[src/rtl/phy_cmd_pkg.sv]
/*
 * Shared definitions for the DDR3 PHY command-word stage:
 * widths, command-word bit positions, flag positions within the
 * repeatable flag set, vector typedefs and the lane-state enum
 */
package phy_cmd_pkg;

    localparam int CMD_WORD_W = 32;              // one command word per mclk
    localparam int ADDR_W     = 15;              // DDR3 address lines
    localparam int BANK_W     = 3;               // bank address lines
    localparam int RCW_W      = 3;               // ras, cas, we
    localparam int FLAGS_W    = 10;              // repeatable flags

    // field positions inside the command word
    localparam int W_ADDR_LSB   = 17;            // address 31..17
    localparam int W_BANK_LSB   = 14;            // bank 16..14
    localparam int W_RCW_LSB    = 11;            // ras/cas/we 13..11
    localparam int W_ODT        = 10;
    localparam int W_CKE_DIS    = 9;
    localparam int W_SEL        = 8;             // half-cycle slot select
    localparam int W_DQ_EN      = 7;
    localparam int W_DQS_EN     = 6;
    localparam int W_DQS_TOGGLE = 5;
    localparam int W_DCI_EN     = 4;
    localparam int W_BUF_WR     = 3;
    localparam int W_BUF_RD     = 2;
    localparam int W_ADD_PAUSE  = 1;             // not repeated on a pause
    localparam int W_BUF_RST    = 0;

    // positions inside flags_t (word bits 10..2 and 0, packed)
    localparam int F_ODT        = 9;
    localparam int F_CKE_DIS    = 8;
    localparam int F_SEL        = 7;
    localparam int F_DQ_EN      = 6;
    localparam int F_DQS_EN     = 5;
    localparam int F_DQS_TOGGLE = 4;
    localparam int F_DCI_EN     = 3;
    localparam int F_BUF_WR     = 2;
    localparam int F_BUF_RD     = 1;
    localparam int F_BUF_RST    = 0;

    typedef logic [CMD_WORD_W-1:0] cmd_word_t;
    typedef logic [ADDR_W-1:0]     addr_t;
    typedef logic [2*ADDR_W-1:0]   addr_pair_t;  // {slot1, slot0}
    typedef logic [BANK_W-1:0]     bank_t;
    typedef logic [2*BANK_W-1:0]   bank_pair_t;  // {slot1, slot0}
    typedef logic [RCW_W-1:0]      rcw_t;        // active high {ras, cas, we}
    typedef logic [1:0]            pin_pair_t;   // {slot1, slot0}
    typedef logic [FLAGS_W-1:0]    flags_t;
    typedef logic [7:0]            tri_word_t;   // 1 = floating
    typedef logic [3:0]            tri_pattern_t;
    typedef logic [7:0]            dqs_word_t;

    // encoded so the state bit equals the tri-state level
    typedef enum logic {
        LANE_DRIVEN   = 1'b0,
        LANE_FLOATING = 1'b1
    } lane_state_e;

endpackage
[src/rtl/phy_cmd_top.sv]
/*
 * DDR3 PHY command-word stage top level:
 * command decoder, two-slot encoder and the DQ and DQS
 * tri-state sequencers, all in the mclk domain
 */
`timescale 1ns/10ps

module phy_cmd_top
    import phy_cmd_pkg::*;
#(
    parameter int CMD_PAUSE_BITS = 10,           // pause length width
    parameter int CMD_DONE_BIT   = 10            // done flag address bit
) (
    input  logic                      mclk,
    input  logic                      rst_in,
    // command port
    input  cmd_word_t                 cmd_word,
    input  logic                      add_pause,
    output logic                      cmd_nop,
    output logic                      cmd_add_pause,
    output logic [CMD_PAUSE_BITS-1:0] pause_len,
    output logic                      sequence_done,
    // static controls
    input  logic                      ddr_cke,
    input  dqs_word_t                 dqs_pattern,
    input  tri_pattern_t              dq_tri_on_pattern,
    input  tri_pattern_t              dq_tri_off_pattern,
    input  tri_pattern_t              dqs_tri_on_pattern,
    input  tri_pattern_t              dqs_tri_off_pattern,
    // PHY drive words
    output addr_pair_t                phy_addr,
    output bank_pair_t                phy_bank,
    output pin_pair_t                 phy_ras,
    output pin_pair_t                 phy_cas,
    output pin_pair_t                 phy_we,
    output pin_pair_t                 phy_cke,
    output pin_pair_t                 phy_odt,
    output tri_word_t                 dq_tri,
    output tri_word_t                 dqs_tri,
    output logic                      dci_dis_dq,
    output logic                      dci_dis_dqs,
    output dqs_word_t                 dqs_data,
    // external buffer
    output logic                      buf_wr,
    output logic                      buf_rd,
    output logic                      buf_rst
);

    addr_t  addr_calm;                           // decoder -> encoder
    bank_t  bank_calm;
    rcw_t   rcw_cur;
    flags_t flags_cur;
    logic   dq_tri_req;                          // decoder -> sequencers
    logic   dqs_tri_req;

    cmd_decode #(
        .CMD_PAUSE_BITS (CMD_PAUSE_BITS),
        .CMD_DONE_BIT   (CMD_DONE_BIT)
    ) decode0 (
        .mclk          (mclk),
        .rst_in        (rst_in),
        .cmd_word      (cmd_word),
        .add_pause     (add_pause),
        .cmd_nop       (cmd_nop),
        .cmd_add_pause (cmd_add_pause),
        .pause_len     (pause_len),
        .sequence_done (sequence_done),
        .addr_calm     (addr_calm),
        .bank_calm     (bank_calm),
        .rcw_cur       (rcw_cur),
        .flags_cur     (flags_cur),
        .dq_tri_req    (dq_tri_req),
        .dqs_tri_req   (dqs_tri_req)
    );

    cmd_slot_encode encode0 (
        .addr_calm   (addr_calm),
        .bank_calm   (bank_calm),
        .rcw_cur     (rcw_cur),
        .flags_cur   (flags_cur),
        .ddr_cke     (ddr_cke),
        .dqs_pattern (dqs_pattern),
        .phy_addr    (phy_addr),
        .phy_bank    (phy_bank),
        .phy_ras     (phy_ras),
        .phy_cas     (phy_cas),
        .phy_we      (phy_we),
        .phy_cke     (phy_cke),
        .phy_odt     (phy_odt),
        .dci_dis_dq  (dci_dis_dq),
        .dci_dis_dqs (dci_dis_dqs),
        .dqs_data    (dqs_data),
        .buf_wr      (buf_wr),
        .buf_rd      (buf_rd),
        .buf_rst     (buf_rst)
    );

    // DQ lane group
    tri_sequencer dq_seq (
        .mclk        (mclk),
        .rst_in      (rst_in),
        .tri_req     (dq_tri_req),
        .on_pattern  (dq_tri_on_pattern),
        .off_pattern (dq_tri_off_pattern),
        .tri_out     (dq_tri)
    );

    // DQS lane group
    tri_sequencer dqs_seq (
        .mclk        (mclk),
        .rst_in      (rst_in),
        .tri_req     (dqs_tri_req),
        .on_pattern  (dqs_tri_on_pattern),
        .off_pattern (dqs_tri_off_pattern),
        .tri_out     (dqs_tri)
    );

endmodule

[src/rtl/tri_sequencer.sv]
/*
 * Tri-state sequencer for one lane group:
 * driven/floating state register and the 8-bit tri-state word,
 * steady level or on/off transition pattern for one cycle
 */
`timescale 1ns/10ps

module tri_sequencer
    import phy_cmd_pkg::*;
(
    input  logic         mclk,
    input  logic         rst_in,
    input  logic         tri_req,                // 1 = float this group
    input  tri_pattern_t on_pattern,             // used when starting to drive
    input  tri_pattern_t off_pattern,            // used when starting to float
    output tri_word_t    tri_out
);

    lane_state_e state;                          // last cycle's request
    lane_state_e req_state;

    assign req_state = tri_req ? LANE_FLOATING : LANE_DRIVEN;

    // output word for this cycle
    always_comb begin
        if (req_state == state) begin
            tri_out = {$bits(tri_word_t){tri_req}};   // steady, all bits equal
        end else if (state == LANE_FLOATING) begin
            tri_out = {on_pattern, on_pattern};       // floating -> driven
        end else begin
            tri_out = {off_pattern, off_pattern};     // driven -> floating
        end
    end

    // pattern lasts one cycle, state follows the request
    always_ff @(posedge mclk or posedge rst_in) begin
        if (rst_in) begin
            state <= LANE_FLOATING;              // lines float out of reset
        end else begin
            state <= req_state;
        end
    end

endmodule

[src/rtl/cmd_slot_encode.sv]
/*
 * Two-slot PHY drive word builder:
 * active-low command in the selected half-cycle slot,
 * duplicated address/bank/CKE/ODT, DCI disables,
 * DQS toggle data and external buffer strobes
 */
`timescale 1ns/10ps

module cmd_slot_encode
    import phy_cmd_pkg::*;
(
    input  addr_t      addr_calm,
    input  bank_t      bank_calm,
    input  rcw_t       rcw_cur,                  // active high, zero on NOP
    input  flags_t     flags_cur,
    input  logic       ddr_cke,                  // XOR-ed with CKE disable flag
    input  dqs_word_t  dqs_pattern,
    output addr_pair_t phy_addr,
    output bank_pair_t phy_bank,
    output pin_pair_t  phy_ras,
    output pin_pair_t  phy_cas,
    output pin_pair_t  phy_we,
    output pin_pair_t  phy_cke,
    output pin_pair_t  phy_odt,
    output logic       dci_dis_dq,
    output logic       dci_dis_dqs,
    output dqs_word_t  dqs_data,
    output logic       buf_wr,
    output logic       buf_rd,
    output logic       buf_rst
);

    rcw_t rcw_n;                                 // pin level, active low
    rcw_t slot1_rcw;
    rcw_t slot0_rcw;
    logic cke_lvl;
    logic odt_lvl;

    assign rcw_n = ~rcw_cur;

    // command in one half-cycle, NOP (all ones) in the other
    assign slot1_rcw = flags_cur[F_SEL] ? rcw_n : '1;
    assign slot0_rcw = flags_cur[F_SEL] ? '1 : rcw_n;

    assign phy_ras = {slot1_rcw[2], slot0_rcw[2]};
    assign phy_cas = {slot1_rcw[1], slot0_rcw[1]};
    assign phy_we  = {slot1_rcw[0], slot0_rcw[0]};

    // address, bank, cke and odt span the whole mclk cycle
    assign phy_addr = {addr_calm, addr_calm};
    assign phy_bank = {bank_calm, bank_calm};

    assign cke_lvl = flags_cur[F_CKE_DIS] ^ ddr_cke;
    assign odt_lvl = flags_cur[F_ODT];
    assign phy_cke = {cke_lvl, cke_lvl};
    assign phy_odt = {odt_lvl, odt_lvl};

    // write leveling runs with DCI on DQ and ODT on, so DQS DCI stays off
    assign dci_dis_dq  = ~flags_cur[F_DCI_EN];
    assign dci_dis_dqs = dci_dis_dq | odt_lvl;

    assign dqs_data = flags_cur[F_DQS_TOGGLE] ? dqs_pattern : '0; // quiet unless toggling

    // strobes to the external buffer
    assign buf_wr  = flags_cur[F_BUF_WR];
    assign buf_rd  = flags_cur[F_BUF_RD];
    assign buf_rst = flags_cur[F_BUF_RST];

endmodule

[src/rtl/cmd_decode.sv]
/*
 * Command word decoder:
 * field split, held flags for pause repeat, calm address/bank
 * hold registers, NOP, sequence-done and pause-length decode,
 * tri-state requests for the DQ and DQS lane groups
 */
`timescale 1ns/10ps

module cmd_decode
    import phy_cmd_pkg::*;
#(
    parameter int CMD_PAUSE_BITS = 10,           // address LSBs giving pause length
    parameter int CMD_DONE_BIT   = 10            // address bit flagging sequence end
) (
    input  logic                      mclk,
    input  logic                      rst_in,
    input  cmd_word_t                 cmd_word,
    input  logic                      add_pause,     // repeat previous flags with NOP
    output logic                      cmd_nop,
    output logic                      cmd_add_pause, // the word's own pause request
    output logic [CMD_PAUSE_BITS-1:0] pause_len,
    output logic                      sequence_done,
    output addr_t                     addr_calm,
    output bank_t                     bank_calm,
    output rcw_t                      rcw_cur,
    output flags_t                    flags_cur,
    output logic                      dq_tri_req,    // 1 = float DQ
    output logic                      dqs_tri_req    // 1 = float DQS
);

    addr_t  addr_in;                             // raw fields of the word
    bank_t  bank_in;
    rcw_t   rcw_in;
    flags_t flags_in;
    logic   done_bit;

    addr_t  addr_prev;                           // last non-NOP values
    bank_t  bank_prev;
    flags_t flags_prev;

    // split the word
    assign addr_in       = cmd_word[W_ADDR_LSB +: ADDR_W];
    assign bank_in       = cmd_word[W_BANK_LSB +: BANK_W];
    assign rcw_in        = cmd_word[W_RCW_LSB  +: RCW_W];
    assign cmd_add_pause = cmd_word[W_ADD_PAUSE];

    // flags packed from word bits 10..2 and 0, skipping add-pause
    always_comb begin
        flags_in               = '0;
        flags_in[F_ODT]        = cmd_word[W_ODT];
        flags_in[F_CKE_DIS]    = cmd_word[W_CKE_DIS];
        flags_in[F_SEL]        = cmd_word[W_SEL];
        flags_in[F_DQ_EN]      = cmd_word[W_DQ_EN];
        flags_in[F_DQS_EN]     = cmd_word[W_DQS_EN];
        flags_in[F_DQS_TOGGLE] = cmd_word[W_DQS_TOGGLE];
        flags_in[F_DCI_EN]     = cmd_word[W_DCI_EN];
        flags_in[F_BUF_WR]     = cmd_word[W_BUF_WR];
        flags_in[F_BUF_RD]     = cmd_word[W_BUF_RD];
        flags_in[F_BUF_RST]    = cmd_word[W_BUF_RST];
    end

    // inserted pause: NOP command, previous flags
    always_comb begin
        if (add_pause) begin
            rcw_cur   = '0;                      // zero rcw is a NOP
            flags_cur = flags_prev;
        end else begin
            rcw_cur   = rcw_in;
            flags_cur = flags_in;
        end
    end

    // an inserted pause does not count as a NOP word
    assign cmd_nop = (rcw_in == '0) && !add_pause;

    // hold registers, loaded on every real command
    always_ff @(posedge mclk or posedge rst_in) begin
        if (rst_in) begin
            addr_prev  <= '0;
            bank_prev  <= '0;
            flags_prev <= '0;
        end else if (!cmd_nop) begin
            addr_prev  <= addr_in;               // raw word, also during add_pause
            bank_prev  <= bank_in;
            flags_prev <= flags_in;
        end
    end

    // keep address/bank lines quiet across NOPs and pauses
    assign addr_calm = (cmd_nop || add_pause) ? addr_prev : addr_in;
    assign bank_calm = (cmd_nop || add_pause) ? bank_prev : bank_in;

    // NOP address field carries pause length and done bit
    assign done_bit      = addr_in[CMD_DONE_BIT];
    assign sequence_done = cmd_nop && done_bit;
    assign pause_len     = done_bit ? '0 : addr_in[CMD_PAUSE_BITS-1:0]; // no length with done

    // lane groups float when their enable is off
    assign dq_tri_req  = ~flags_cur[F_DQ_EN];
    assign dqs_tri_req = ~flags_cur[F_DQS_EN];

endmodule

[config.mk]
export PLATFORM = sky130hd
export DESIGN_NAME = phy_cmd_top
export DESIGN_NICKNAME = d
export VERILOG_FILES = /design/src/rtl/phy_cmd_pkg.sv /design/src/rtl/phy_cmd_top.sv /design/src/rtl/tri_sequencer.sv /design/src/rtl/cmd_slot_encode.sv /design/src/rtl/cmd_decode.sv
export SDC_FILE = /design/constraint.sdc
export NUM_CORES = 1
export LEC_CHECK = 0
export ABC_CLOCK_PERIOD_IN_PS = 3000
export BUFFER_PORTS_ARGS = -buffer_cell sky130_fd_sc_hd__buf_4
export CAP_MARGIN = 20
export CORE_ASPECT_RATIO = 1.4
export CORE_MARGIN = 4
export CORE_UTILIZATION = 43
export CTS_CLUSTER_SIZE = 20
export DETAILED_ROUTE_END_ITERATION = 10
export PLACE_DENSITY = 0.85
export SLEW_MARGIN = 25
export SYNTH_ARGS = -nofsm -noshare
export SYNTH_HDL_FRONTEND = slang
export SYNTH_SLANG_ARGS = --single-unit
[constraint.sdc]
create_clock -name mclk -period 3 [get_ports mclk]
set_input_delay 0.45 -clock mclk [delete_from_list [all_inputs] [get_ports mclk]]
set_output_delay 0.45 -clock mclk [all_outputs]
set_load 0.02 [all_outputs]
==> results.yml, run 1 <==
logic_synthesis:
  synthFlopType: "dfrtp_1"
  yosysMostFrequentCell: "mux2_2"
  yosys.area.top_type_share_pct: 34.7
  cell_types_occupying_the_most_area_after_synthesis: "dfrtp_1, mux2_2, buf_4, nor2b_1, dfstp_2"
  synth_warnings: 0
  synth_cell_types: 23
  synth_enable_flop_cells: 0
  synth_seq_area_share_pct: 37.4
  synth_common_cells: "mux2_2, buf_4, dfrtp_1"
  yosys_register_bits: 29
  mappedNetlistNets: 241
  synthCells: 181
  syn_area_per_cell_um2: 10.8
  synth_top_area_cell: "dfrtp_1"
  mappedNetlistArea_mm2: 0.00195
  synth-async-reset-ratio_pct: 100
detailed_routing:
  routed_wirelength_um: 4980
  detail_route.iter0.violations: 31
  final_antenna_net_count: 0
  vias_per_cell: 4.65
  num_vias: 1656
  drt_pre_antenna_iters: 4
  wl_per_cell_um: 14.0
  detail_route.drc_violations: 0
global_route:
  grt_start_max_net_pins: 30
  grt_pass1_vias: 1704
  globalRouteMet1Util_pct: 16.3
  grt-busiest-layer: "met2"
  grt_util_all_layers_pct: 17.0
  grt_antenna_before_repair: 0
  met2_usage_pct: 32.6
  grt_use_met3_pct: 6.55
  grt_overflow_total: 0
  grt_first_pass_wirelength_um: 7650
clock_network:
  post-cts-setup-buffer-count: 0
  clk-insertion-delay-late_ns: 0.26
  clkSlewWorstSetupHoldPaths_ns: 0.06
  cts_tree: "built"
  clock-sinks: 29
  ctsResizeCount: 0
  cts_inserted_buffers: 5
  max-clock-path-buffers: 2
  ctsRootBufferMaster: "clkbuf_8"
  number_of_levels_in_the_clock_h_tree: 2
  cts_hold_repair.buffers: 0
critical_path:
  endpoint: "dqs_tri[3]"
  worst_ep_required_time_ns: 2.55
  r2r_setup_slack_ns: 1.96
  worstSetupStartpoint: "add_pause"
  worst_setup_path_end_kind: "primary output"
  worst_r2r_path_depth: 1
  rr_endpoint: "dqs_seq.state$_DFF_PP1_"
  worst-path-max-fanout: 15
  crit_type: "in2out"
  start_kind: "primary input"
  reg2reg_from: "decode0.flags_prev[5]$_DFFE_PP0N_"
  arrival_ns: 1.75
power:
  p_per_area_mw_per_mm2: 420
  leakagePower_nw: 1.42
  power_frac_seq_pct: 35.4
  power.ir.vdd_worst_uv: 383
  net-switching-power_uw: 392
  comb_power_share_pct: 39.4
  design_power_total_mw: 1.22
  power.clock.fraction_pct: 25.2
  switching_share_pct: 32.0
  intPower_uw: 833
die:
  coreArea_mm2: 0.00431
  placementRows: 28
  io-pin-count: 148
  dieArea_mm2: 0.00569
  overall_die_height_um: 87.7
  initial_utilization_pct: 45.2
  chipWidth_um: 64.9
cells_and_area:
  final_net_count: 356
  fraction_of_final_layout_cells_sized_beyond_drive_strength_1_pct: 68.9
  final-instance-count-excl-fill: 356
  antenna-diode-count: 0
  syn_to_final_growth_pct: 49.6
  finished_core_util_pct: 67.7
  finalInstanceArea_mm2: 0.00292
placement:
  gp_routability_congestion: 0.655
  dp_cells: 349
  dpl_worst_slack_ns: 0.825
  placed_cell_area_mm2: 0.00283
  io_buffers: 145
  place.detailed.hpwl_um: 4030
timing:
  rsz0062_at_grt: "no"
  finalWorstSetupSlack_ns: 0.803
  setup_violations_final: 0
  upper_clock_frequency_limit_ghz: 0.455
  final_min_period_over_clock_period_pct: 73.2
  tightest_slew_ns: 0.620
  fin_skew_ns: 0.000188
  final_hold_vio_count: 0
  timing.setup.tns_ns: 0
  relSlewSlack_pct: 57.5
  slew_viol_final: 0
  final.min_clock_period_ns: 2.20
  timing.hold.ws_ns: 0.256
min_path:
  worst_hold_path_type: "in2async"
flow_run:
  maxCapViolCount: 0
outcome:
  run_status: "completed"
[layout by cell type, fill, tap and decap left out]
cell type	netlist	routed
inv_1	3	2
nand2_1	10	10
mux2_1	4	4
nor3b_1	1	1
xnor2_1	1	1
o21ai_0	4	4
a31oi_1	1	1
nor2_4	1	1
clkbuf_8	0	6
a21oi_1	4	4
nor2b_1	19	19
buf_4	31	146
nor4_4	1	1
clkbuf_1	1	1
inv_2	0	1
nor2_1	13	13
mux2_2	46	46
and2_1	1	1
mux2i_1	4	4
nor3_2	1	1
dfstp_2	2	2
dfrtp_1	27	27
[flip-flops by register name, summed over array words and instances (netlist names)]
name / count
decode0.flags_prev: 9
dqs_seq.state: 1
decode0.addr_prev: 15
decode0.bank_prev: 3
dq_seq.state: 1
[final cells by class]
type                       instances  area (um2)
timing repair buffer             146        1100
inverter                           3        11.3
clock buffer                       7        86.3
sequential                        29         728
tap                               60        75.1
fill                             350        1390
multi-input combinational        111         920
[how the worst min path moves through the flow]
| stage | start | to | slack [ns] | depth (start not counted) |
|---|---|---|---|---|
| floorplan | decode0.addr_prev[8]$_DFFE_PP0N_ | decode0.addr_prev[8]$_DFFE_PP0N_ | 0.46 | 1 |
| global route | rst_in | decode0.addr_prev[14]$_DFFE_PP0N_ | 0.30 | 2 |
| CTS | rst_in | decode0.addr_prev[2]$_DFFE_PP0N_ | 0.27 | 2 |
| detailed placement | decode0.addr_prev[13]$_DFFE_PP0N_ | decode0.addr_prev[13]$_DFFE_PP0N_ | 0.49 | 1 |
| global placement | decode0.addr_prev[9]$_DFFE_PP0N_ | decode0.addr_prev[9]$_DFFE_PP0N_ | 0.47 | 1 |
| finish | rst_in | decode0.addr_prev[4]$_DFFE_PP0N_ | 0.26 | 2 |
[kinds of logic after synthesis]
group,after synthesis,synth area share (%)
AOI/OAI and AO/OA,9,2.38
xor gates and xnor gates,1,0.449
and+or+nand+nor,47,13.4
buffers and inverters,41,15.5
muxes,54,30.9
DFF,29,37.4
[layer usage]
metal | wire [um] | up-vias
met3 | 626 | 7
met2 | 2700 | 91
met1 | 1570 | 754
met5 | 0 | -
li1 | - | 804
met4 | 87 | 0
[worst max-delay path, cell delays in order]
cell and delay (ns):
buf_4 0.22, mux2i_1 0.58, a21oi_1 0.14, nor2_1 0.17
buf_4 0.17
[power groups by stage]
stage	sequential [mW]	combinational [mW]	clock [mW]
after CTS	0.433	0.489	0.325
after detailed placement	0.440	0.488	0
final	0.433	0.483	0.308
after floorplan	0.434	0.315	0
after global placement	0.438	0.479	0
after global routing	0.437	0.514	0.344
Power figures use the tool's default switching activity.
==> run 2: changes to the inputs <==
ABC_CLOCK_PERIOD_IN_PS = 1800   (was 3000)
CORE_UTILIZATION = 36   (was 43)
PLACE_DENSITY = 0.76   (was 0.85)
clock period = 1.8 ns   (was 3 ns; I/O delays follow)
==> results.yml, run 2 (synthesis gave the netlist of run 1 again) <==
cells_and_area:
  largest_register_ffs: 15
  finalInstanceArea_mm2: 0.00300
  max_flop_register: "decode0.addr_prev"
  register_area_um2: 728
  final-instance-count-excl-fill: 371
  mostFrequentLayoutCells: "buf_4, mux2_2, dfrtp_1"
  finished_core_util_pct: 57.8
  final_net_count: 364
  fraction_of_final_layout_cells_sized_beyond_drive_strength_1_pct: 68.9
  most_common_cell_after_layout_fill_and_taps_aside: "buf_4"
  top_regs: "decode0.addr_prev x15, decode0.flags_prev x9, decode0.bank_prev x3"
  total_of_fill_cells_in_the_finished_design: 481
  syn_to_final_growth_pct: 54.0
  antenna-diode-count: 0
  multi_input_comb_area_um2: 920
detailed_routing:
  detail_route.drc_violations: 0
  drt_pre_antenna_iters: 4
  vias_per_cell: 4.58
  routed_wirelength_um: 5020
  final_antenna_net_count: 0
  detail_route.iter0.violations: 37
  wl_per_cell_um: 13.5
  num_vias: 1700
die:
  overall_die_height_um: 95.1
  dieArea_mm2: 0.00667
  placementRows: 31
  coreArea_mm2: 0.00520
  initial_utilization_pct: 37.5
  chipWidth_um: 70.2
  io-pin-count: 148
timing:
  relSlewSlack_pct: 75.1
  setup_violations_final: 0
  rsz0062_at_grt: "no"
  final_hold_vio_count: 0
  tightest_slew_ns: 0.374
  fin_skew_ns: 0.0000921
  timing.hold.ws_ns: 0.0675
  slew_viol_final: 0
  upper_clock_frequency_limit_ghz: 0.603
  final_min_period_over_clock_period_pct: 92.1
  final.min_clock_period_ns: 1.66
global_route:
  grt_first_pass_wirelength_um: 7700
  grt_util_all_layers_pct: 14.6
  grt_pass1_vias: 1699
  grt_start_max_net_pins: 30
  grt_antenna_before_repair: 0
  grt_overflow_total: 0
placement:
  dp_cells: 361
  io_buffers: 145
  place.detailed.hpwl_um: 4000
  placed_cell_area_mm2: 0.00290
  gp_routability_congestion: 0.824
power:
  design_power_total_mw: 2.04
  p_per_area_mw_per_mm2: 679
  power.ir.vdd_worst_uv: 434
  leakagePower_nw: 1.46
critical_path:
  crit_type: "in2out"
  cpMaxStageDelayCell: "mux2_1"
  worst-path-max-fanout: 15
  max_stage_delay_ns: 0.33
  arrival_ns: 1.39
  start_kind: "primary input"
  worst_ep_required_time_ns: 1.53
  crit_chain: "buf_4, nor3_2, nor2_4, buf_12, mux2_1, buf_4"
  worst_path_most_repeated_cell: "buf_4"
  worst_setup_path_end_kind: "primary output"
clock_network:
  ctsRootBufferMaster: "clkbuf_8"
  clkSlewWorstSetupHoldPaths_ns: 0.06
  cts_inserted_buffers: 5
  cts_tree: "built"
  clk-insertion-delay-late_ns: 0.27
  number_of_levels_in_the_clock_h_tree: 2
  max-clock-path-buffers: 2
  cts_hold_repair.buffers: 0
  clock-sinks: 29
min_path:
  worst_hold_path_type: "in2async"
outcome:
  run_status: "completed"
flow_run:
  maxCapViolCount: 0
[run 2: final timing paths]
path | from | to | slack [ns] | cells past startpoint
min reg2reg | decode0.addr_prev[8]$_DFFE_PP0N_ | decode0.addr_prev[8]$_DFFE_PP0N_ | 0.50 | 1
max in group asynchronous | rst_in | dq_seq.state$_DFF_PP1_ | 1.41 | 3
min | rst_in | decode0.addr_prev[4]$_DFFE_PP0N_ | 0.07 | 3
min in group mclk | cmd_word[25] | decode0.addr_prev[8]$_DFFE_PP0N_ | 0.23 | 2
max | cmd_word[12] | phy_addr[13] | 0.14 | 6
max reg2reg | decode0.flags_prev[6]$_DFFE_PP0N_ | dq_seq.state$_DFF_PP1_ | 1.01 | 2
[run 2: layout make-up]
type                       count  area share [%]
timing repair buffer         154            39.3
inverter                       3           0.375
sequential                    29            24.2
tap                           66            2.75
multi-input combinational    111            30.6
clock buffer                   8            2.67
[run 2: report_power, final]
group          switching, mW  internal (mW)  total (mW)
logic                  0.418          0.407       0.825
clock network          0.219          0.274       0.492
registers             0.0236          0.698       0.722
[run 2: critical path: cells and delay by family]
family                 cells  cell delay, ns
buffers and inverters      3            0.46
muxes                      1            0.33
and+or+nand+nor            2            0.33
[run 2: per-stage QoR]
stage / setup TNS [ns] / worst slack [ns]
after floorplan: -0.159 / -0.0398
after global placement: 0 / 0.0255
after detailed placement: 0 / 0.0252
after CTS: 0 / 0.130
after global routing: 0 / 0.0362
final: 0 / 0.142
[run 2: per-layer routing]
| metal | share of wire, % | global-route usage [%] | vias to the layer above |
|---|---|---|---|
| li1 | - | - | 819 |
| met1 | 37 | 14.3 | 781 |
| met2 | 53 | 28.2 | 96 |
| met3 | 9.5 | 5.38 | 4 |
| met4 | 0.92 | 4.47 | 0 |
| met5 | 0 | 0 | - |
[run 2: repair_timing]
action	4_1_cts	5_1_grt
endpoints found under the setup margin	4	0
resized for setup	0	0
setup buffers	2	0
==> run 3: changes to the inputs <==
PLACE_DENSITY = 0.84   (was 0.76)
REMOVE_ABC_BUFFERS = 1   (was not set)
==> results.yml, run 3 (synthesis gave the netlist of run 1 again) <==
die:
  chipWidth_um: 70.2
  initial_utilization_pct: 37.5
  coreArea_mm2: 0.00520
  placementRows: 31
  io-pin-count: 148
  dieArea_mm2: 0.00667
  overall_die_height_um: 95.1
critical_path:
  worst_ep_required_time_ns: 1.53
  worst_setup_path_end_kind: "primary output"
  start_kind: "primary input"
  critical_path.top_delay_family: "simple AND/OR/NAND/NOR gates"
  cpMaxStageDelayCell: "nor2_4"
  crit_type: "in2out"
  max_stage_delay_ns: 0.41
  arrival_ns: 1.45
  worst-path-max-fanout: 18
  worst_path_most_repeated_cell: "buf_4"
  worst_r2r_path_depth: 2
  crit_buf_inv: 2
  cp.depth: 5
  crit_chain: "buf_4, nor3_2, nor2_4, mux2_1, buf_4"
timing:
  timing.hold.ws_ns: 0.0487
  relSlewSlack_pct: 62.7
  finalWorstSetupSlack_ns: 0.0811
  slew_viol_final: 0
  upper_clock_frequency_limit_ghz: 0.582
  rsz0062_at_grt: "no"
  tightest_slew_ns: 0.560
  final_min_period_over_clock_period_pct: 95.5
  setup_violations_final: 0
  final_hold_vio_count: 0
  fin_skew_ns: 0.000292
  final.min_clock_period_ns: 1.72
power:
  switching_share_pct: 34.3
  intPower_mw: 1.37
  leakagePower_nw: 1.44
  net-switching-power_uw: 713
  power.ir.vdd_worst_uv: 395
  comb_power_share_pct: 39.4
  power_frac_seq_pct: 34.7
  p_per_area_mw_per_mm2: 697
  power.clock.fraction_pct: 25.9
cells_and_area:
  final_net_count: 360
  multi_input_comb_area_um2: 920
  fraction_of_final_layout_cells_sized_beyond_drive_strength_1_pct: 69.4
  syn_to_final_growth_pct: 53.1
  most_common_cell_after_layout_fill_and_taps_aside: "buf_4"
  mostFrequentLayoutCells: "buf_4, mux2_2, dfrtp_1"
  finished_core_util_pct: 57.4
  antenna-diode-count: 0
  finalInstanceArea_mm2: 0.00298
  largest_register_ffs: 15
  total_of_fill_cells_in_the_finished_design: 465
  max_flop_register: "decode0.addr_prev"
  top_regs: "decode0.addr_prev x15, decode0.flags_prev x9, decode0.bank_prev x3"
  register_area_um2: 728
detailed_routing:
  drt_pre_antenna_iters: 4
  num_vias: 1702
  routed_wirelength_um: 5140
  wl_per_cell_um: 14.0
  final_antenna_net_count: 0
  vias_per_cell: 4.64
  detail_route.iter0.violations: 32
  detail_route.drc_violations: 0
global_route:
  grt_util_all_layers_pct: 14.7
  grt_first_pass_wirelength_um: 7960
  grt_start_max_net_pins: 30
  grt_overflow_total: 0
  grt_pass1_vias: 1798
  grt_antenna_before_repair: 0
clock_network:
  cts_tree: "built"
  cts_hold_repair.buffers: 0
  clkSlewWorstSetupHoldPaths_ns: 0.07
  cts_inserted_buffers: 5
  max-clock-path-buffers: 2
  ctsRootBufferMaster: "clkbuf_8"
  number_of_levels_in_the_clock_h_tree: 2
  clock-sinks: 29
  clk-insertion-delay-late_ns: 0.27
flow_run:
  maxCapViolCount: 0
min_path:
  worst_hold_path_type: "in2async"
outcome:
  run_status: "completed"
placement:
  place.detailed.hpwl_um: 4180
  gp_routability_congestion: 0.770
  dpl_worst_slack_ns: 0.0617
  placed_cell_area_mm2: 0.00289
  io_buffers: 145
==> run 3: cell types whose count changed in the layout (fill, tap and decap cells not counted), sizes merged <==
cell	before	now
buf	154	150
clkbuf	8	5
clkinvlp	0	3
==> run 3: per-stage QoR <==
step                total power [mW]  TNS [ns]  cells
floorplan                       1.14     -6.12    143
global placement                1.54         0    359
detailed placement              1.56         0    359
CTS                             2.12         0    367
global route                    2.20         0    367
finish                          2.08         0    367
==> run 3: power groups by stage <==
stage	Sequential, mW	Clock, mW	Combinational [mW]
CTS	0.722	0.563	0.831
floorplan	0.726	0	0.410
global route	0.728	0.591	0.877
finish	0.722	0.539	0.820
detailed placement	0.734	0	0.828
global placement	0.731	0	0.813
==> run 3: path summary, 6_finish.rpt <==
kind                                                   start                                end  slack (ns)
min                                                   rst_in  decode0.flags_prev[8]$_DFFE_PP0N_        0.05
max reg2reg                decode0.flags_prev[6]$_DFFE_PP0N_             dq_seq.state$_DFF_PP1_        0.97
max in group asynchronous                             rst_in   decode0.addr_prev[9]$_DFFE_PP0N_        1.27
min reg2reg                 decode0.addr_prev[8]$_DFFE_PP0N_   decode0.addr_prev[8]$_DFFE_PP0N_        0.49
min in group mclk                               cmd_word[25]   decode0.addr_prev[8]$_DFFE_PP0N_        0.22
max                                             cmd_word[11]                       phy_addr[27]        0.08
==> run 3: routing by layer <==
metal	global-route usage, %	vias up	routed length [um]
met5	0	-	0
met2	28.5	97	2830
met3	4.64	5	510
met1	14.9	788	1750
met4	4.31	0	45
li1	-	812	-
==> run 3: area by class of cell <==
cell class / count / share of cell area (%)
inverter: 3 / 0.377
sequential: 29 / 24.4
timing repair buffer: 150 / 38.6
clock inverter: 3 / 0.755
multi-input combinational: 111 / 30.8
tap: 66 / 2.77
clock buffer: 5 / 2.31
==> run 3: timing repair <==
item | CTS | global route
setup buffers | 0 | 0
resized for setup | 0 | 1
endpoints found under the hold margin | 0 | 0
endpoints found under the setup margin | 0 | 2
==> run 3: worst reg2reg max path, cell delays in order, from the launching register on <==
cell,delay (ns)
dfrtp_1,0.38
mux2_2,0.31
inv_1,0.08
